--- src/design/d_cache_pkg.sv ---
// cache geometry is fixed here; address widths must stay consistent with the tag/set/offset split
package d_cache_pkg;

  // ====================
  // geometry
  localparam int NUM_WAYS        = 4;
  localparam int WAY_WIDTH       = 2;
  localparam int NUM_SETS        = 16;
  localparam int SET_WIDTH       = 4;
  localparam int WORDS_IN_CL     = 4;
  localparam int WORD_WIDTH      = 32;
  localparam int OFFSET_WIDTH    = 4;   // byte offset inside a line
  localparam int WORD_OFF_WIDTH  = 2;   // word select, upper bits of the offset
  localparam int TAG_WIDTH       = 12;
  localparam int ID_WIDTH        = 3;

  // address is {tag, set, offset} from msb
  localparam int ADDR_WIDTH      = TAG_WIDTH + SET_WIDTH + OFFSET_WIDTH;
  localparam int LSB_SET         = OFFSET_WIDTH;
  localparam int LSB_TAG         = OFFSET_WIDTH + SET_WIDTH;

  // data array index is {set, way}
  localparam int DATA_ADDR_WIDTH = SET_WIDTH + WAY_WIDTH;
  localparam int NUM_LINES       = 1 << DATA_ADDR_WIDTH;

  // ====================
  // types
  typedef logic [WORDS_IN_CL-1:0][WORD_WIDTH-1:0] t_cl;  // word 0 in the low bits

  typedef enum logic [1:0] {
    RD_LU,
    WR_LU,
    FILL_LU
  } t_lu_op;

  typedef enum logic [1:0] {
    NO_RSP,
    HIT,
    MISS,
    FILL
  } t_lu_result;

  typedef enum logic {
    FILL_REQ_OP,
    DIRTY_EVICT_OP
  } t_fm_op;

endpackage

--- src/design/d_cache_ifs.sv ---
// bundles only; stage timing is owned by the modules that drive them
`timescale 1ns/1ps

// state of one set as read in q2, or as written back
interface set_state_if;
  import d_cache_pkg::*;

  logic [NUM_WAYS-1:0]                valid;
  logic [NUM_WAYS-1:0]                modified;
  logic [NUM_WAYS-1:0]                mru;
  logic [NUM_WAYS-1:0][TAG_WIDTH-1:0] tags;

  modport store (output valid, modified, mru, tags);
  modport user  (input  valid, modified, mru, tags);
endinterface

// one lookup as it moves down the pipe
interface lookup_if;
  import d_cache_pkg::*;

  logic                    valid;
  t_lu_op                  op;
  logic [TAG_WIDTH-1:0]    tag;
  logic [SET_WIDTH-1:0]    set;
  logic [OFFSET_WIDTH-1:0] offset;
  logic [ID_WIDTH-1:0]     id;
  logic [WORD_WIDTH-1:0]   word;           // write data
  t_cl                     cl_data;        // fill line
  logic                    fill_modified;  // fill carries dirty data

  modport src (output valid, op, tag, set, offset, id, word, cl_data, fill_modified);
  modport dst (input  valid, op, tag, set, offset, id, word, cl_data, fill_modified);
endinterface

--- src/design/hit_detect.sv ---
// assumes a tag is present in at most one valid way of a set
`timescale 1ns/1ps

module hit_detect (
  lookup_if.dst                                 lu_q2,
  set_state_if.user                             state_q2,
  output logic [d_cache_pkg::NUM_WAYS-1:0]      hit_ways,
  output logic [d_cache_pkg::WAY_WIDTH-1:0]     hit_way
);
  import d_cache_pkg::*;

  // per-way compare, only for a live lookup
  always_comb begin
    for (int w = 0; w < NUM_WAYS; w++) begin
      hit_ways[w] = lu_q2.valid && state_q2.valid[w] && (state_q2.tags[w] == lu_q2.tag);
    end
  end

  // encode, zero when nothing hits
  always_comb begin
    hit_way = '0;
    for (int w = 0; w < NUM_WAYS; w++) begin
      if (hit_ways[w])
        hit_way = WAY_WIDTH'(w);
    end
  end

  // fills must never install a second copy of a tag
  always_comb begin
    assert final ($onehot0(hit_ways)) else $error("more than one way hit");
  end

endmodule

--- src/flat_wrapper.sv ---
// flat-port wrapper written by rule: the top's interface ports become plain ports
module hit_detect_flat import d_cache_pkg::*;
  (hit_ways, hit_way, lu_q2_valid, lu_q2_op, lu_q2_tag, lu_q2_set, lu_q2_offset, lu_q2_id, lu_q2_word, lu_q2_cl_data, lu_q2_fill_modified, state_q2_valid, state_q2_modified, state_q2_mru, state_q2_tags);
  lookup_if lu_q2_i ();
  set_state_if state_q2_i ();
  output logic [d_cache_pkg::NUM_WAYS-1:0] hit_ways;
  output logic [d_cache_pkg::WAY_WIDTH-1:0] hit_way;
  input wire logic [$bits(lu_q2_i.valid)-1:0] lu_q2_valid;
  input wire logic [$bits(lu_q2_i.op)-1:0] lu_q2_op;
  input wire logic [$bits(lu_q2_i.tag)-1:0] lu_q2_tag;
  input wire logic [$bits(lu_q2_i.set)-1:0] lu_q2_set;
  input wire logic [$bits(lu_q2_i.offset)-1:0] lu_q2_offset;
  input wire logic [$bits(lu_q2_i.id)-1:0] lu_q2_id;
  input wire logic [$bits(lu_q2_i.word)-1:0] lu_q2_word;
  input wire logic [$bits(lu_q2_i.cl_data)-1:0] lu_q2_cl_data;
  input wire logic [$bits(lu_q2_i.fill_modified)-1:0] lu_q2_fill_modified;
  input wire logic [$bits(state_q2_i.valid)-1:0] state_q2_valid;
  input wire logic [$bits(state_q2_i.modified)-1:0] state_q2_modified;
  input wire logic [$bits(state_q2_i.mru)-1:0] state_q2_mru;
  input wire logic [$bits(state_q2_i.tags)-1:0] state_q2_tags;
  assign lu_q2_i.valid = lu_q2_valid;
  assign lu_q2_i.op = lu_q2_op;
  assign lu_q2_i.tag = lu_q2_tag;
  assign lu_q2_i.set = lu_q2_set;
  assign lu_q2_i.offset = lu_q2_offset;
  assign lu_q2_i.id = lu_q2_id;
  assign lu_q2_i.word = lu_q2_word;
  assign lu_q2_i.cl_data = lu_q2_cl_data;
  assign lu_q2_i.fill_modified = lu_q2_fill_modified;
  assign state_q2_i.valid = state_q2_valid;
  assign state_q2_i.modified = state_q2_modified;
  assign state_q2_i.mru = state_q2_mru;
  assign state_q2_i.tags = state_q2_tags;
  hit_detect u_core (.lu_q2(lu_q2_i), .state_q2(state_q2_i), .hit_ways(hit_ways), .hit_way(hit_way));
endmodule
--- config.mk ---
export PLATFORM = sky130hd
export DESIGN_NAME = hit_detect_flat
export DESIGN_NICKNAME = d
export VERILOG_FILES = /design/src/design/d_cache_pkg.sv /design/src/design/d_cache_ifs.sv /design/src/design/hit_detect.sv /design/src/flat_wrapper.sv
export SDC_FILE = /design/constraint.sdc
export NUM_CORES = 1
export LEC_CHECK = 0
export ABC_AREA = 1
export BUFFER_PORTS_ARGS = -buffer_cell sky130_fd_sc_hd__buf_2
export CORE_AREA = 10 10 90 92
export DETAILED_ROUTE_END_ITERATION = 10
export DIE_AREA = 0 0 100 102
export PLACE_DENSITY = 0.69
export REMOVE_ABC_BUFFERS = 1
export SLEW_MARGIN = 20
export SYNTH_ARGS = -nofsm -noshare
export SYNTH_HDL_FRONTEND = slang
export SYNTH_SLANG_ARGS = --single-unit
--- constraint.sdc ---
create_clock -name vclk -period 2
set_input_delay 0.4 -clock vclk [all_inputs]
set_output_delay 0.4 -clock vclk [all_outputs]
set_load 0.03 [all_outputs]
==> out/metrics.yaml <==
outcome:
  run_status: "finished clean"
global_route:
  first_global_vias: 1330
  antenna_found_initial: 0
  grt_usage_pct: 7.60
  grt_pass1_wl_mm: 6.43
  grt_max_degree: 8
  gr-total-overflow: 0
timing:
  slew_viol_final: 0
  period_minus_slack_ns: 1.81
  min_period_over_period_pct: 90.6
  hold-worst-slack_ns: 1.27
  rsz0062_at_grt: "no"
  hold_viol: 0
  maxSlewHeadroom_pct: 85.0
  max_slew.worst_pin.slew_ns: 0.223
  fmax_ghz: 0.552
  finalSetupTns_ns: 0
  final-setup-viol-count: 0
worst_setup_path:
  end_kind: "output pin"
  critPathKind: "input pin to output pin"
  path_max_fanout: 4
  cp.arrival_ns: 1.41
  crit_path_start: "lu_q2_tag[8]"
  required_ns: 1.60
  start_kind: "input pin"
synthesis:
  syn_avg_cell_area_sq_um: 4.67
  yosysUniqueCellTypes: 21
  yosys.area.top_type: "nand2_1"
  yosysMostFrequentCell: "nand2_1"
  yosys_warnings: 0
  synth_common_cells: "62 x nand2_1, 20 x nor2_1, 18 x inv_1"
  ys_seq_area_share_pct: 0
  syn_inst: 163
  syn_area_sq_um: 761
  synthTopCellsByArea: "nand2_1 31%, nor2_1 9.9%, xor2_1 9.2%"
  netlist.area_leader.share_pct: 30.6
route:
  drcViolationCount: 0
  ant_nets: 0
  via_per_inst: 3.86
  drtIter0Drc: 21
  firstDrtPassIters: 4
  vias: 1196
  routedWlPerCell_um: 13.0
  routed_wl_mm: 4.02
floorplan:
  die_w_um: 100
  die_h_um: 102
  rows: 29
  die_area_sq_mm: 0.0102
  start_util_pct: 12.1
  coreArea_sq_mm: 0.00628
  num_io_pins: 253
place:
  gp_congestion: 0.905
  dp_hpwl_mm: 3.80
  io_buffer_count: 71
  place_inst: 310
hold_path:
  worstHoldStart: "state_q2_valid[0]"
  holdCritPathClass: "input pin to output pin"
final_layout:
  stdcell_count: 310
  area_growth_pct: 58.4
  regArea_sq_um: 0
  nClkBuffers: 0
  drive_above_1_share_pct: 37.3
  nNetsFinal: 482
  antennaDiodeCount: 0
  design.seq.count: 0
power_and_ir_drop:
  p_per_area_mw_per_mm2: 175
  ir_drop_v: 0.0000604
  power_mw: 0.211
  p_leak_nw: 0.727
job:
  maxCapViolations: 0
clock_network:
  cts_resized: 0
  ctsHoldBuffers: 0
  postCtsSetupBuffers: 0
[worst paths after layout]
kind | to | depth (start not counted)
setup / recovery | hit_way[0] | 11
hold / removal | hit_ways[0] | 6
[critical path, stage by stage]
cell and delay, ns:
buf_2 0.13, inv_2 0.07, nand2_1 0.05, nand2_1 0.06
nand2_1 0.05, nor2_1 0.11, nand3_2 0.11, nor2_2 0.12
nand2_1 0.06, nand2_1 0.05, buf_2 0.19
[power by group]
part | internal [mW] | switching (mW)
sequential | 0 | 0
clock | 0 | 0
combinational | 0.0986 | 0.112
total | 0.0986 | 0.112
[cells in the final DEF, fill, tap and decap left out]
master / Yosys / routed
inv_2: 10 / 10
nand3_2: 1 / 1
nand2_1: 62 / 62
buf_2: 0 / 71
inv_1: 18 / 18
o21bai_1: 1 / 1
o21ai_0: 8 / 8
o2111ai_1: 1 / 1
a21oi_1: 1 / 1
o22ai_1: 3 / 3
xnor2_1: 7 / 7
o211ai_1: 1 / 1
nor2_1: 20 / 20
nand2_2: 1 / 1
nor2_2: 4 / 4
nor3_1: 1 / 1
xor2_1: 8 / 8
nand3_1: 8 / 8
o21ai_1: 5 / 5
clkinv_1: 1 / 1
or2_0: 1 / 1
[area by class of cell]
class / count / area, sq um
Fill cell: 725 / 5070
Multi-Input combinational cell: 133 / 644
Inverter: 29 / 109
Timing Repair Buffer: 71 / 355
Tap cell: 77 / 96.3
[routing by layer]
metal / GRT usage [%] / wire (um) / vias to the layer above
met1: 9.27 / 1790 / 506
met4: 0.652 / 25 / 0
met5: 0 / 0 / -
li1: - / - / 638
met2: 12.9 / 1790 / 50
met3: 2.83 / 416 / 2
[metrics by stage]
step	util, %	cell area (sq um)	worst slack (ns)
after floorplan	-	753	0.239
after global placement	19.2	1200	0.156
after detailed placement	19.2	1200	0.142
after CTS	19.2	1200	0.142
after global routing	19.2	1200	0.0404
final	19.2	1200	0.187
[logic make-up after synthesis]
| group | count (synthesis) | synth area share [%] |
|---|---|---|
| AND/OR/NAND/NOR | 98 | 52.6 |
| buffers and inverters | 30 | 15.3 |
| AO/OA/AOI/OAI | 20 | 14.8 |
| XOR/XNOR | 15 | 17.3 |
Note: power is estimated with default switching activity, not from simulation.
