## config.mk

```make
export PLATFORM = sky130hd
export DESIGN_NAME = lookup_response_flat
export DESIGN_NICKNAME = d
export VERILOG_FILES = /design/src/design/d_cache_pkg.sv /design/src/design/d_cache_ifs.sv /design/src/design/lookup_response.sv /design/src/flat_wrapper.sv
export SDC_FILE = /design/constraint.sdc
export NUM_CORES = 1
export LEC_CHECK = 0
export BUFFER_PORTS_ARGS = -buffer_cell sky130_fd_sc_hd__buf_2
export CAP_MARGIN = 15
export CORE_AREA = 10 10 292 294
export DETAILED_ROUTE_END_ITERATION = 8
export DIE_AREA = 0 0 302 304
export GPL_ROUTABILITY_DRIVEN = 0
export RECOVER_POWER = 50
export REMOVE_ABC_BUFFERS = 1
export SYNTH_ARGS = -nofsm -noshare
export SYNTH_HDL_FRONTEND = slang
export SYNTH_SLANG_ARGS = --single-unit
```

## constraint.sdc

```tcl
create_clock -name vclk -period 3
set_input_delay 0.3 -clock vclk [all_inputs]
set_output_delay 0.3 -clock vclk [all_outputs]
set_load 0.05 [all_outputs]
```

## src/design/d_cache_pkg.sv

```systemverilog
// cache geometry is fixed here; address widths must stay consistent with the tag/set/offset split
package d_cache_pkg;

  // ====================
  // geometry
  localparam int NUM_WAYS        = 4;
  localparam int WAY_WIDTH       = 2;
  localparam int NUM_SETS        = 16;
  localparam int SET_WIDTH       = 4;
  localparam int WORDS_IN_CL     = 4;
  localparam int WORD_WIDTH      = 32;
  localparam int OFFSET_WIDTH    = 4;   // byte offset inside a line
  localparam int WORD_OFF_WIDTH  = 2;   // word select, upper bits of the offset
  localparam int TAG_WIDTH       = 12;
  localparam int ID_WIDTH        = 3;

  // address is {tag, set, offset} from msb
  localparam int ADDR_WIDTH      = TAG_WIDTH + SET_WIDTH + OFFSET_WIDTH;
  localparam int LSB_SET         = OFFSET_WIDTH;
  localparam int LSB_TAG         = OFFSET_WIDTH + SET_WIDTH;

  // data array index is {set, way}
  localparam int DATA_ADDR_WIDTH = SET_WIDTH + WAY_WIDTH;
  localparam int NUM_LINES       = 1 << DATA_ADDR_WIDTH;

  // ====================
  // types
  typedef logic [WORDS_IN_CL-1:0][WORD_WIDTH-1:0] t_cl;  // word 0 in the low bits

  typedef enum logic [1:0] {
    RD_LU,
    WR_LU,
    FILL_LU
  } t_lu_op;

  typedef enum logic [1:0] {
    NO_RSP,
    HIT,
    MISS,
    FILL
  } t_lu_result;

  typedef enum logic {
    FILL_REQ_OP,
    DIRTY_EVICT_OP
  } t_fm_op;

endpackage

```

## src/design/d_cache_ifs.sv

```systemverilog


// one lookup as it moves down the pipe
interface lookup_if;
  import d_cache_pkg::*;

  logic                    valid;
  t_lu_op                  op;
  logic [TAG_WIDTH-1:0]    tag;
  logic [SET_WIDTH-1:0]    set;
  logic [OFFSET_WIDTH-1:0] offset;
  logic [ID_WIDTH-1:0]     id;
  logic [WORD_WIDTH-1:0]   word;           // write data
  t_cl                     cl_data;        // fill line
  logic                    fill_modified;  // fill carries dirty data

  modport src (output valid, op, tag, set, offset, id, word, cl_data, fill_modified);
  modport dst (input  valid, op, tag, set, offset, id, word, cl_data, fill_modified);
endinterface

```

## src/design/lookup_response.sv

```systemverilog
// no back-pressure; the far-memory request is a one-cycle strobe that must be taken
`timescale 1ns/1ps

module lookup_response (
  lookup_if.dst                                  lu_q3,
  input  logic                                   hit_q3,
  input  logic [d_cache_pkg::DATA_ADDR_WIDTH-1:0] data_addr_q3,
  input  logic                                   dirty_evict_q3,
  input  logic [d_cache_pkg::TAG_WIDTH-1:0]      victim_tag_q3,
  input  d_cache_pkg::t_cl                       rd_line,
  output logic                                   rsp_valid,
  output d_cache_pkg::t_lu_op                    rsp_op,
  output d_cache_pkg::t_lu_result                rsp_result,
  output logic [d_cache_pkg::ID_WIDTH-1:0]       rsp_id,
  output logic [d_cache_pkg::ADDR_WIDTH-1:0]     rsp_address,
  output d_cache_pkg::t_cl                       rsp_cl_data,
  output logic                                   fm_req_valid,
  output d_cache_pkg::t_fm_op                    fm_req_op,
  output logic [d_cache_pkg::ADDR_WIDTH-1:0]     fm_req_address,
  output logic [d_cache_pkg::ID_WIDTH-1:0]       fm_req_id,
  output d_cache_pkg::t_cl                       fm_req_data,
  output logic                                   wr_en,
  output logic [d_cache_pkg::DATA_ADDR_WIDTH-1:0] wr_addr,
  output d_cache_pkg::t_cl                       wr_line
);
  import d_cache_pkg::*;

  logic                      is_fill, miss;
  logic [WORD_OFF_WIDTH-1:0] word_idx;
  t_cl                       merged;

  assign is_fill  = (lu_q3.op == FILL_LU);
  assign miss     = lu_q3.valid && !hit_q3 && !is_fill;  // rd or wr miss
  assign word_idx = lu_q3.offset[OFFSET_WIDTH-1 -: WORD_OFF_WIDTH];

  // ====================
  // response
  assign rsp_valid   = lu_q3.valid;
  assign rsp_op      = lu_q3.op;
  assign rsp_result  = !lu_q3.valid ? NO_RSP :
                       is_fill      ? FILL   :
                       hit_q3       ? HIT    : MISS;
  assign rsp_id      = lu_q3.id;
  assign rsp_address = {lu_q3.tag, lu_q3.set, lu_q3.offset};
  assign rsp_cl_data = is_fill                           ? lu_q3.cl_data :
                       ((lu_q3.op == RD_LU) && hit_q3)   ? rd_line       : '0;

  // ====================
  // data array write, word merge on write hit
  always_comb begin
    merged           = rd_line;
    merged[word_idx] = lu_q3.word;
  end

  assign wr_en   = lu_q3.valid && (is_fill || ((lu_q3.op == WR_LU) && hit_q3));
  assign wr_addr = data_addr_q3;
  assign wr_line = is_fill ? lu_q3.cl_data : merged;

  // far memory: fill request on miss, old line out on a dirty fill
  assign fm_req_valid   = miss || (lu_q3.valid && is_fill && dirty_evict_q3);
  assign fm_req_op      = miss ? FILL_REQ_OP : DIRTY_EVICT_OP;
  assign fm_req_address = miss ? rsp_address : {victim_tag_q3, lu_q3.set, {OFFSET_WIDTH{1'b0}}};
  assign fm_req_id      = lu_q3.id;
  assign fm_req_data    = miss ? '0 : rd_line;

endmodule

```

## src/flat_wrapper.sv

```systemverilog
// flat-port wrapper written by rule: the top's interface ports become plain ports
module lookup_response_flat import d_cache_pkg::*;
  (hit_q3, data_addr_q3, dirty_evict_q3, victim_tag_q3, rd_line, rsp_valid, rsp_op, rsp_result, rsp_id, rsp_address, rsp_cl_data, fm_req_valid, fm_req_op, fm_req_address, fm_req_id, fm_req_data, wr_en, wr_addr, wr_line, lu_q3_valid, lu_q3_op, lu_q3_tag, lu_q3_set, lu_q3_offset, lu_q3_id, lu_q3_word, lu_q3_cl_data, lu_q3_fill_modified);
  lookup_if lu_q3_i ();
  input  logic hit_q3;
  input  logic [d_cache_pkg::DATA_ADDR_WIDTH-1:0] data_addr_q3;
  input  logic dirty_evict_q3;
  input  logic [d_cache_pkg::TAG_WIDTH-1:0] victim_tag_q3;
  input  d_cache_pkg::t_cl rd_line;
  output logic rsp_valid;
  output d_cache_pkg::t_lu_op rsp_op;
  output d_cache_pkg::t_lu_result rsp_result;
  output logic [d_cache_pkg::ID_WIDTH-1:0] rsp_id;
  output logic [d_cache_pkg::ADDR_WIDTH-1:0] rsp_address;
  output d_cache_pkg::t_cl rsp_cl_data;
  output logic fm_req_valid;
  output d_cache_pkg::t_fm_op fm_req_op;
  output logic [d_cache_pkg::ADDR_WIDTH-1:0] fm_req_address;
  output logic [d_cache_pkg::ID_WIDTH-1:0] fm_req_id;
  output d_cache_pkg::t_cl fm_req_data;
  output logic wr_en;
  output logic [d_cache_pkg::DATA_ADDR_WIDTH-1:0] wr_addr;
  output d_cache_pkg::t_cl wr_line;
  input wire logic [$bits(lu_q3_i.valid)-1:0] lu_q3_valid;
  input wire logic [$bits(lu_q3_i.op)-1:0] lu_q3_op;
  input wire logic [$bits(lu_q3_i.tag)-1:0] lu_q3_tag;
  input wire logic [$bits(lu_q3_i.set)-1:0] lu_q3_set;
  input wire logic [$bits(lu_q3_i.offset)-1:0] lu_q3_offset;
  input wire logic [$bits(lu_q3_i.id)-1:0] lu_q3_id;
  input wire logic [$bits(lu_q3_i.word)-1:0] lu_q3_word;
  input wire logic [$bits(lu_q3_i.cl_data)-1:0] lu_q3_cl_data;
  input wire logic [$bits(lu_q3_i.fill_modified)-1:0] lu_q3_fill_modified;
  assign lu_q3_i.valid = lu_q3_valid;
  assign lu_q3_i.op = lu_q3_op;
  assign lu_q3_i.tag = lu_q3_tag;
  assign lu_q3_i.set = lu_q3_set;
  assign lu_q3_i.offset = lu_q3_offset;
  assign lu_q3_i.id = lu_q3_id;
  assign lu_q3_i.word = lu_q3_word;
  assign lu_q3_i.cl_data = lu_q3_cl_data;
  assign lu_q3_i.fill_modified = lu_q3_fill_modified;
  lookup_response u_core (.lu_q3(lu_q3_i), .hit_q3(hit_q3), .data_addr_q3(data_addr_q3), .dirty_evict_q3(dirty_evict_q3), .victim_tag_q3(victim_tag_q3), .rd_line(rd_line), .rsp_valid(rsp_valid), .rsp_op(rsp_op), .rsp_result(rsp_result), .rsp_id(rsp_id), .rsp_address(rsp_address), .rsp_cl_data(rsp_cl_data), .fm_req_valid(fm_req_valid), .fm_req_op(fm_req_op), .fm_req_address(fm_req_address), .fm_req_id(fm_req_id), .fm_req_data(fm_req_data), .wr_en(wr_en), .wr_addr(wr_addr), .wr_line(wr_line));
endmodule
```

==> metrics.md <==
| Metric | Value |
|---|---|
| Status | completed |
| P_sw | ~2.5 mW |
| Largest net degree at the start of global routing | around 150 |
| Drt via density | roughly 3.6 |
| WL/cell | between 20 and 30 um |
| Core area | ~80,000 um^2 |
| Startpoint Class | input pin |
| Pwr Total | approximately 3.3 mW |
| Comb pwr share | between 90% and 100% |
| RSZ-0062 raised after global routing | no |
| Sequential Area | 0 um^2 |
| Max_cap viols | 0 |
| IO Port Bufs | around 750 |
| Die Height | between 300 and 400 um |
| Clock power share | 0% |
| GRT Overall Usage | roughly an eighth |
| Drt pass-1 iters | 6 |
| CP arrival | 2300 ps |
| Layout sequential cell count | 0 |
| Max-slew violations | 0 |
| Mean post-synth cell area | between 6 and 7 um^2 |
| Die area | between 90,000 and 100,000 um^2 |
| Gate Count Post-Synth | 800 |
| Final worst slack | 396 ps |
| Final setup fails | 0 |
| Post-CTS setup buffers | 0 |
| Final Hold Vio Count | 0 |
| Worst hold slack | about 600 ps |
| Hpwl dp | ~56,000 um |
| Layout cells sized above 1 | between 40 and 50% |
| Area after DPL | roughly 10,000 um^2 |
| I/O pin total | 779 |
| Slew Limit Headroom | a little under a third |
| Die Width | a little over 300 um |
| Synth cell types | 22 |
| CLK BUF | 0 |
| Critical Path RT | between 2000 and 3000 ps |
| Worst slew pin tran | between 1000 and 1500 ps |
| VDD IR-drop max | between 0.15 and 0.2 mV |
| WL final | approximately 63,000 um |
| Crit path time final | approximately 2600 ps |
| Gr ovfl total | 0 |
| Crit end category | output pin |
| Internal | slightly below 0.8 mW |
| Sequential fraction of the synthesis area | 0% |
| Area growth syn-to-layout | 86.7% |
| Vias in the first global route | between 9,000 and 10,000 |
| Hold crit path type | in -> out |
| Nets | between 1,500 and 2,000 |
| Fill cell count | roughly 9,400 |
| Fin util | about an eighth |
| Most frequent cells in the layout | buf_2, clkbuf_1, mux2i_1 |
| Leak | 4.67 nW |
| YS warnings | 0 |
| Post-route ant nets | 0 |
| CP Class | in -> out |
| Crit-path max FO | between 50 and 60 |
| Cts hold-fix bufs | 0 |
| First-pass GRT wire length | ~81,000 um |
| DRC Markers | 0 |
| Mapped cell area | about 5400 um^2 |
| Cell Pwr Density | between 300 and 400 nW/um^2 |
| CTS resizes | 0 |
| Num rows | approximately 100 |
| Vias | 9,087 |
| Flop pwr share | 0% |
| Initial DRC count | 666 |
| Sw Share | approximately three quarters |
| Cell area after layout | a little over 10,000 um^2 |
| Max Clk Rate | approximately 380 MHz |
| Initial core utilization | just under 7% |
| Pre-CTS setup slack | ~700 ps |
| Commonest non-fill, non-tap cell in the layout | buf_2 |
| Initial antenna violation count | 27 |
| Final Cycle Share | between 80% and 90% |
-- routing by layer --
| metal | up-vias | share of wire, % | global-route usage [%] |
|---|---|---|---|
| met5 | - | 0.27 | 0 |
| met4 | 26 | 0.92 | 0.576 |
| met3 | 56 | 11 | 4.74 |
| met2 | 625 | 45 | 21.0 |
| met1 | 4270 | 43 | 15.8 |
| li1 | 4110 | - | - |
-- worst paths after layout --
kind                  cells past startpoint        start               to  slack [ps]
worst min-delay path                      0  lu_q3_id[0]     fm_req_id[0]         600
worst max-delay path                      6       hit_q3  rsp_cl_data[43]         400
-- power by group through the flow --
stage	Sequential, mW	Combinational (mW)	Clock, mW
after CTS	0	3.40	0
final	0	3.30	0.0000000894
after global routing	0	3.45	0
after detailed placement	0	3.39	0
after floorplan	0	2.09	0
after global placement	0	3.39	0
-- through the flow --
step,TNS [ps],instances
floorplan,-3158530,675
global placement,0,2500
detailed placement,0,2500
CTS,0,2500
global route,0,2500
finish,0,2502
-- synthesized netlist by cell type (all sizes together) --
cell type  number  area [um^2]
a21boi          3         22.5
a22o          128         1120
and2          128          801
buf           104          731
clkbuf         21         80.1
inv             5         18.8
mux2           12          135
mux2i         129         1290
nand2         129          484
nand2b          1         6.26
nand3           1         10.0
nand3b          1         7.51
nor2            5         21.3
nor2b           4         25.0
nor3            1         5.00
o21ai         128          641
-- worst max-delay path, cell delays in order --
cell,delay (ps)
buf_2,100
inv_1,90
nor3_1,580
buf_12,320
a22o_1,190
clkbuf_1,610
-- cells by family (layout without fill, tap and decap cells) --
logic type,count (synthesis),after routing,share of synthesized area (%)
muxes,141,141,26.4
AOI/OAI and AO/OA,259,259,33.0
and+or+nand+nor,270,270,25.2
other,0,2,0
buffers and inverters,130,770,15.4
-- layout make-up --
class | count | area, um^2 | area share (%)
antenna | 2 | 5.00 | 0.0496
tap | 1060 | 1330 | 13.2
multi-input combinational | 670 | 4610 | 45.8
inverter | 5 | 18.8 | 0.186
timing repair buffer | 765 | 4120 | 40.9
Note: power is estimated with default switching activity, not from simulation.
