--- src/design/d_cache_pkg.sv ---
// cache geometry is fixed here; address widths must stay consistent with the tag/set/offset split
package d_cache_pkg;

  // ====================
  // geometry
  localparam int NUM_WAYS        = 4;
  localparam int WAY_WIDTH       = 2;
  localparam int NUM_SETS        = 16;
  localparam int SET_WIDTH       = 4;
  localparam int WORDS_IN_CL     = 4;
  localparam int WORD_WIDTH      = 32;
  localparam int OFFSET_WIDTH    = 4;   // byte offset inside a line
  localparam int WORD_OFF_WIDTH  = 2;   // word select, upper bits of the offset
  localparam int TAG_WIDTH       = 12;
  localparam int ID_WIDTH        = 3;

  // address is {tag, set, offset} from msb
  localparam int ADDR_WIDTH      = TAG_WIDTH + SET_WIDTH + OFFSET_WIDTH;
  localparam int LSB_SET         = OFFSET_WIDTH;
  localparam int LSB_TAG         = OFFSET_WIDTH + SET_WIDTH;

  // data array index is {set, way}
  localparam int DATA_ADDR_WIDTH = SET_WIDTH + WAY_WIDTH;
  localparam int NUM_LINES       = 1 << DATA_ADDR_WIDTH;

  // ====================
  // types
  typedef logic [WORDS_IN_CL-1:0][WORD_WIDTH-1:0] t_cl;  // word 0 in the low bits

  typedef enum logic [1:0] {
    RD_LU,
    WR_LU,
    FILL_LU
  } t_lu_op;

  typedef enum logic [1:0] {
    NO_RSP,
    HIT,
    MISS,
    FILL
  } t_lu_result;

  typedef enum logic {
    FILL_REQ_OP,
    DIRTY_EVICT_OP
  } t_fm_op;

endpackage

--- src/design/d_cache_ifs.sv ---
// bundles only; stage timing is owned by the modules that drive them
`timescale 1ns/1ps

// state of one set as read in q2, or as written back
interface set_state_if;
  import d_cache_pkg::*;

  logic [NUM_WAYS-1:0]                valid;
  logic [NUM_WAYS-1:0]                modified;
  logic [NUM_WAYS-1:0]                mru;
  logic [NUM_WAYS-1:0][TAG_WIDTH-1:0] tags;

  modport store (output valid, modified, mru, tags);
  modport user  (input  valid, modified, mru, tags);
endinterface

// one lookup as it moves down the pipe
interface lookup_if;
  import d_cache_pkg::*;

  logic                    valid;
  t_lu_op                  op;
  logic [TAG_WIDTH-1:0]    tag;
  logic [SET_WIDTH-1:0]    set;
  logic [OFFSET_WIDTH-1:0] offset;
  logic [ID_WIDTH-1:0]     id;
  logic [WORD_WIDTH-1:0]   word;           // write data
  t_cl                     cl_data;        // fill line
  logic                    fill_modified;  // fill carries dirty data

  modport src (output valid, op, tag, set, offset, id, word, cl_data, fill_modified);
  modport dst (input  valid, op, tag, set, offset, id, word, cl_data, fill_modified);
endinterface

--- src/design/victim_select.sv ---
// victim is the lowest invalid way, else the lowest non-MRU way; fills only
`timescale 1ns/1ps

module victim_select (
  lookup_if.dst                                 lu_q2,
  set_state_if.user                             state_q2,
  output logic [d_cache_pkg::NUM_WAYS-1:0]      victim_ways,
  output logic [d_cache_pkg::WAY_WIDTH-1:0]     victim_way,
  output logic                                  dirty_evict,
  output logic [d_cache_pkg::TAG_WIDTH-1:0]     victim_tag
);
  import d_cache_pkg::*;

  logic [WAY_WIDTH-1:0] free_way, lru_way;
  logic                 any_free, any_lru;

  assign any_free = ~&state_q2.valid;
  assign any_lru  = ~&state_q2.mru;

  // scan high to low so the lowest candidate wins
  always_comb begin
    free_way = '0;
    lru_way  = '0;
    for (int w = NUM_WAYS - 1; w >= 0; w--) begin
      if (!state_q2.valid[w])
        free_way = WAY_WIDTH'(w);
      if (!state_q2.mru[w])
        lru_way = WAY_WIDTH'(w);
    end
  end

  assign victim_way = any_free ? free_way : lru_way;

  always_comb begin
    victim_ways = '0;
    victim_ways[victim_way] = (lu_q2.op == FILL_LU) && (any_free || any_lru);
  end

  // old line must go out when it holds dirty data
  assign dirty_evict = |(state_q2.valid & state_q2.modified & victim_ways);
  assign victim_tag  = state_q2.tags[victim_way];

  always_comb begin
    if (lu_q2.valid && (lu_q2.op == FILL_LU))
      assert final ($onehot(victim_ways)) else $error("fill without a victim way");
  end

endmodule

--- src/flat_wrapper.sv ---
// flat-port wrapper written by rule: the top's interface ports become plain ports
module victim_select_flat import d_cache_pkg::*;
  (victim_ways, victim_way, dirty_evict, victim_tag, lu_q2_valid, lu_q2_op, lu_q2_tag, lu_q2_set, lu_q2_offset, lu_q2_id, lu_q2_word, lu_q2_cl_data, lu_q2_fill_modified, state_q2_valid, state_q2_modified, state_q2_mru, state_q2_tags);
  lookup_if lu_q2_i ();
  set_state_if state_q2_i ();
  output logic [d_cache_pkg::NUM_WAYS-1:0] victim_ways;
  output logic [d_cache_pkg::WAY_WIDTH-1:0] victim_way;
  output logic dirty_evict;
  output logic [d_cache_pkg::TAG_WIDTH-1:0] victim_tag;
  input wire logic [$bits(lu_q2_i.valid)-1:0] lu_q2_valid;
  input wire logic [$bits(lu_q2_i.op)-1:0] lu_q2_op;
  input wire logic [$bits(lu_q2_i.tag)-1:0] lu_q2_tag;
  input wire logic [$bits(lu_q2_i.set)-1:0] lu_q2_set;
  input wire logic [$bits(lu_q2_i.offset)-1:0] lu_q2_offset;
  input wire logic [$bits(lu_q2_i.id)-1:0] lu_q2_id;
  input wire logic [$bits(lu_q2_i.word)-1:0] lu_q2_word;
  input wire logic [$bits(lu_q2_i.cl_data)-1:0] lu_q2_cl_data;
  input wire logic [$bits(lu_q2_i.fill_modified)-1:0] lu_q2_fill_modified;
  input wire logic [$bits(state_q2_i.valid)-1:0] state_q2_valid;
  input wire logic [$bits(state_q2_i.modified)-1:0] state_q2_modified;
  input wire logic [$bits(state_q2_i.mru)-1:0] state_q2_mru;
  input wire logic [$bits(state_q2_i.tags)-1:0] state_q2_tags;
  assign lu_q2_i.valid = lu_q2_valid;
  assign lu_q2_i.op = lu_q2_op;
  assign lu_q2_i.tag = lu_q2_tag;
  assign lu_q2_i.set = lu_q2_set;
  assign lu_q2_i.offset = lu_q2_offset;
  assign lu_q2_i.id = lu_q2_id;
  assign lu_q2_i.word = lu_q2_word;
  assign lu_q2_i.cl_data = lu_q2_cl_data;
  assign lu_q2_i.fill_modified = lu_q2_fill_modified;
  assign state_q2_i.valid = state_q2_valid;
  assign state_q2_i.modified = state_q2_modified;
  assign state_q2_i.mru = state_q2_mru;
  assign state_q2_i.tags = state_q2_tags;
  victim_select u_core (.lu_q2(lu_q2_i), .state_q2(state_q2_i), .victim_ways(victim_ways), .victim_way(victim_way), .dirty_evict(dirty_evict), .victim_tag(victim_tag));
endmodule
--- config.mk ---
export PLATFORM = sky130hd
export DESIGN_NAME = victim_select_flat
export DESIGN_NICKNAME = d
export VERILOG_FILES = /design/src/design/d_cache_pkg.sv /design/src/design/d_cache_ifs.sv /design/src/design/victim_select.sv /design/src/flat_wrapper.sv
export SDC_FILE = /design/constraint.sdc
export NUM_CORES = 1
export LEC_CHECK = 0
export ABC_AREA = 1
export ABC_CLOCK_PERIOD_IN_PS = 5800
export BUFFER_PORTS_ARGS = -buffer_cell sky130_fd_sc_hd__buf_2
export CAP_MARGIN = 20
export CORE_AREA = 2 2 102 104
export DETAILED_ROUTE_END_ITERATION = 10
export DIE_AREA = 0 0 104 106
export SLEW_MARGIN = 20
export SYNTH_ARGS = -nofsm -noshare
export SYNTH_HDL_FRONTEND = slang
export SYNTH_SLANG_ARGS = --single-unit
--- constraint.sdc ---
create_clock -name vclk -period 5.8
set_clock_uncertainty 0.1 [all_clocks]
set_input_delay 1.74 -clock vclk [all_inputs]
set_output_delay 1.74 -clock vclk [all_outputs]
set_load 0.1 [all_outputs]
==> results of run 1 <==
## metal layers
| metal | global-route usage (%) | up-vias | share of wire, % |
|---|---|---|---|
| met1 | 5.63 | 438 | 43 |
| met3 | 0.123 | 0 | 4.6 |
| met5 | 0 | - | 0 |
| met2 | 8.55 | 37 | 52 |
| li1 | - | 632 | - |
| met4 | 0 | 0 | 0 |
## how the worst max path moves through the flow
stage / startpoint / end / depth (start not counted) / slack (ns)
3_5_place_dp: state_q2_valid[2] / dirty_evict / 10 / 0.66
4_1_cts: state_q2_valid[2] / dirty_evict / 10 / 0.65
2_1_floorplan: state_q2_valid[3] / victim_ways[0] / 7 / 0.37
5_1_grt: state_q2_valid[2] / dirty_evict / 10 / 0.51
3_3_place_gp: state_q2_valid[2] / dirty_evict / 10 / 0.66
6_report: state_q2_valid[2] / dirty_evict / 10 / 0.69
## stage by stage
stage / worst slack, ns / hold slack (ns)
after global placement: 0.656 / 3.94
final: 0.690 / 3.94
after detailed placement: 0.660 / 3.94
after floorplan: 0.374 / 3.76
after CTS: 0.651 / 3.94
after global routing: 0.508 / 3.97
## power by group through the flow
stage                     clock [W]  sequential (W)  combinational, W
final                             0               0          0.000169
after global routing              0               0          0.000181
after CTS                         0               0          0.000171
after detailed placement          0               0          0.000170
after global placement            0               0          0.000170
after floorplan                   0               0          0.000134
## cells by family after synthesis
group	synth area share, %
AOI/OAI and AO/OA	13.2
and+or+nand+nor	64.5
buffers and inverters	22.3
## layout make-up
class	instances	area (um2)
Fill cell	1243	8750
Multi-Input combinational cell	127	559
Timing Repair Buffer	83	420
Tap cell	136	170
Inverter	26	97.6
## cell usage after synthesis
cell type and instances:
nand2_2 3, nand3_2 1, buf_6 4, inv_1 25
nor2_1 9, nor2_4 1, nand2_1 93, o21ai_1 1
nand2_4 1, buf_2 2, buf_4 1, nand3_1 6
inv_2 1, o211ai_1 12
==> reports/metrics.yaml, run 1 <==
outcome: "completed"
via_per_inst: 2.98
dr.pass1.iters: 4
ios: 266
grt_setup_unrepaired: "no"
synth_area_per_cell_um2: 4.50
synth_cell_types: 14
min_path_cells: 6
hp-start: "state_q2_tags[28]"
p_comb_share_pct: 100.0
syn_inst: 160
p_seq_share_pct: 0
crit_path_cell_trace: "buf_2, nand2_2, nor2_4, nand3_2, nand2_4, nand3_1, nand2_1, inv_1, nand2_1, buf_2"
grt-ovfl-total: 0
cap_viol_max_count: 0
grt_max_degree: 42
clock_buffers: 0
crit_path_start_kind: "input pin"
row_count: 37
tns_ns: 0
path_max_fanout: 41
criticalPathCategory: "in -> out"
p_per_area_mw_per_mm2: 136
core_area_mm2: 0.0100
worst_slew_pin_slew_ns: 0.500
syn2layout_area_growth_pct: 73.4
whs_endpoint: "victim_tag[4]"
setup_viol: 0
grt_usage_pct: 4.36
clockPowerShare_pct: 0
fin_nets: 485
drc: 0
grt_first_pass_wirelength_um: 4180
placed_area_mm2: 0.00125
worst_setup_path_end_kind: "output pin"
regArea_um2: 0
ys.warnings.count: 0
maxSlewViolCount: 0
fin_util_pct: 12.5
hold_viol_final: 0
cts_hold_buf: 0
final_cell_mix: "93 x nand2_1, 81 x buf_2, 25 x inv_1"
drt_wl_total_um: 2670
p_sw_share_pct: 77.3
wl_per_cell_um: 7.17
leakagePower_nw: 0.773
antenna_left: 0
drt_iter0_markers: 35
post-route-period-util_pct: 88.1
ir_worst_vdd_uv: 49.0
fmax_mhz: 196
fp.dieH_um: 106
drive_gt1_share_pct: 38.1
fp.dieW_um: 104
ys_top_cells_by_area: "nand2_1 49%, inv_1 13%, o211ai_1 13%"
p_sw_w: 0.000131
cpPeakStageDelay_ns: 0.42
synth_area_um2: 719
worstPathBufferInverterCount: 3
insertedDiodeCount: 0
fin_crit_ns: 5.11
place_congestion: 0.725
crit_required_ns: 3.96
start_util_pct: 7.19
vias: 1107
portBuffers: 81
min_path_type: "in -> out"
dp.cells: 372
die-area_mm2: 0.0110
p_int_w: 0.0000384
worstPathArrival_ns: 3.27
crit_family: "simple AND/OR/NAND/NOR gates"
layout_commonest_cell: "nand2_1"
syn_nets: 407
slew_headroom_pct: 66.9
final_area_mm2: 0.00125
finalPower_w: 0.000169
grt_pass1_vias: 957
cpMaxStageDelayCell: "buf_2"
cts_setup_buffers: 0
nFlopsAndLatches: 0
post-synth-top-area-cell: "nand2_1"
yosysTopAreaCellShare_pct: 48.5
antenna_found_initial: 0
yosysSeqAreaShare_pct: 0
final_cell_count_no_fill: 372
dpl.hpwl_um: 2280
cts_resized: 0
Power figures use the tool's default switching activity.
==> run 2, diff against run 1 <==
- ABC_AREA: 1 -> unset
==> reports/metrics.yaml, run 2 <==
outcome: "completed"
syn_inst: 69  # -57%
syn2layout_area_growth_pct: 80.9
dr.pass1.iters: 4  # unchanged
setup_viol: 0  # unchanged
fin_crit_ns: 5.21  # +0.0952 ns
fin_nets: 397  # -18%
die-area_mm2: 0.0110  # unchanged
grt_pass1_vias: 829  # -13%
hold_viol_final: 0  # unchanged
critPathLaunch: "state_q2_mru[3]"
fp.dieW_um: 104  # unchanged
ys.warnings.count: 0  # unchanged
synth_area_per_cell_um2: 9.37  # +110%
fmax_mhz: 192  # -1.8%
cts_hold_buf: 0  # unchanged
post-route-period-util_pct: 89.8  # +1.6 points
antenna_left: 0  # unchanged
cap_viol_max_count: 0  # unchanged
slew_headroom_pct: 65.1  # -1.8 points
post-synth-top-area-cell: "mux2i_1"
fillers: 1178  # -5.2%
final_cell_count_no_fill: 284  # -24%
ir_worst_vdd_uv: 73.3  # +50%
grt_usage_pct: 4.08  # -0.28 points
insertedDiodeCount: 0  # unchanged
cts_setup_buffers: 0  # unchanged
fp.dieH_um: 106  # unchanged
layout_commonest_cell: "buf_2"
synth_cell_types: 24  # +10
synthTopCellsByCount: "37 x mux2i_1, 3 x buf_12, 3 x inv_1, 3 x nand2_1"
clock_buffers: 0  # unchanged
p_seq_share_pct: 0  # unchanged
yosysTopAreaCellShare_pct: 57.3  # +8.7 points
worstPathArrival_ns: 3.37  # +0.10 ns
vias: 824  # -26%
wl_per_cell_um: 8.45  # +18%
worst_setup_path_end_kind: "output pin"
synth_area_um2: 647  # -10%
yosysMostFrequentCell: "mux2i_1"
ios: 266  # unchanged
syn_nets: 316  # -22%
start_util_pct: 6.47  # -0.73 points
drc: 0  # unchanged
yosysSeqAreaShare_pct: 0  # unchanged
clockPowerShare_pct: 0  # unchanged
dpl.hpwl_um: 2270  # -0.50%
multiInputGateArea_um2: 569  # +1.8%
via_per_inst: 2.90  # -2.5%
min_path_type: "in -> out"
dp.cells: 284  # -24%
grt_max_degree: 26  # -38%
cp-endpoint: "victim_tag[3]"
row_count: 37  # unchanged
grt-ovfl-total: 0  # unchanged
ys_top_cells_by_area: "mux2i_1 57%, buf_12 9.3%, a31oi_4 3.3%"
core_area_mm2: 0.0100  # unchanged
path_max_fanout: 25  # -39%
criticalPathCategory: "in -> out"
grt_setup_unrepaired: "no"
worst_slew_pin_slew_ns: 0.523  # +0.0234 ns
maxSlewViolCount: 0  # unchanged
p_sw_w: 0.000118  # -9.9%
cts_resized: 0  # unchanged
leakagePower_nw: 0.550  # -29%
crit_path_start_kind: "input pin"
drive_gt1_share_pct: 61.5  # +23 points
crit_required_ns: 3.96  # about the same
p_per_area_mw_per_mm2: 136  # +0.21%
regArea_um2: 0  # unchanged
p_sw_share_pct: 74.2  # -3.2 points
place_congestion: 0.721  # -0.52%
grt_first_pass_wirelength_um: 3730  # -11%
drt_iter0_markers: 16  # -54%
whs_ns: 3.95  # +0.0101 ns
final_cell_mix: "81 x buf_2, 37 x mux2i_1, 3 x inv_1, 3 x nand2_1"
p_comb_share_pct: 100.0  # about the same
p_int_w: 0.0000411  # +7.1%
fin_util_pct: 11.7  # -0.78 points
drt_wl_total_um: 2400  # -10%
antenna_found_initial: 0  # unchanged
nFlopsAndLatches: 0  # unchanged
portBuffers: 81  # unchanged
==> run 2: cell families after synthesis <==
group	Yosys count	synth area share, %
and+or+nand+nor	14	15.1
AOI/OAI and AO/OA	11	15.7
buffers and inverters	7	12.0
muxes	37	57.3
==> run 2: worst max-delay path, stage by stage <==
cell     delay (ns)
buf_2          0.12
nand2_1        0.11
a31oi_4        0.12
nor2_8         0.45
mux2i_1        0.14
mux2i_1        0.20
buf_2          0.46
==> run 2: cell type report <==
class | instances | share of cell area [%]
Multi-Input combinational cell | 62 | 48.7
Timing Repair Buffer | 82 | 35.3
Tap cell | 136 | 14.5
Inverter | 4 | 1.50
==> run 2: worst min path at each step <==
stage	to	depth (start not counted)	slack, ns	from
global placement	victim_tag[8]	4	3.94	state_q2_tags[8]
CTS	victim_tag[9]	4	3.96	state_q2_tags[9]
finish	victim_tag[5]	4	3.95	state_q2_tags[17]
detailed placement	victim_tag[5]	4	3.95	state_q2_tags[17]
floorplan	victim_way[0]	2	3.64	state_q2_valid[1]
global route	victim_tag[10]	4	3.98	state_q2_tags[22]
==> run 2: through the flow <==
step | cell area (um2) | TNS [ns] | power, W | setup WS (ns)
after floorplan | 647 | -1.70 | 0.000125 | -0.258
after global placement | 1170 | 0 | 0.000159 | 0.549
after detailed placement | 1170 | 0 | 0.000161 | 0.498
after CTS | 1170 | 0 | 0.000161 | 0.498
after global routing | 1170 | 0 | 0.000168 | 0.441
final | 1170 | 0 | 0.000159 | 0.594
==> run 2: power groups by stage <==
stage | Combinational (W) | Clock (W) | Sequential, W
5_1_grt | 0.000168 | 0 | 0
4_1_cts | 0.000161 | 0 | 0
3_3_place_gp | 0.000159 | 0 | 0
3_5_place_dp | 0.000161 | 0 | 0
6_report | 0.000159 | 0 | 0
2_1_floorplan | 0.000125 | 0 | 0
==> run 2: per-layer routing <==
metal | vias up | GRT usage, % | share of wire [%]
li1 | 419 | - | -
met1 | 345 | 4.71 | 41
met2 | 60 | 8.60 | 52
met3 | 0 | 0.245 | 7.2
met4 | 0 | 0 | 0
met5 | - | 0 | 0
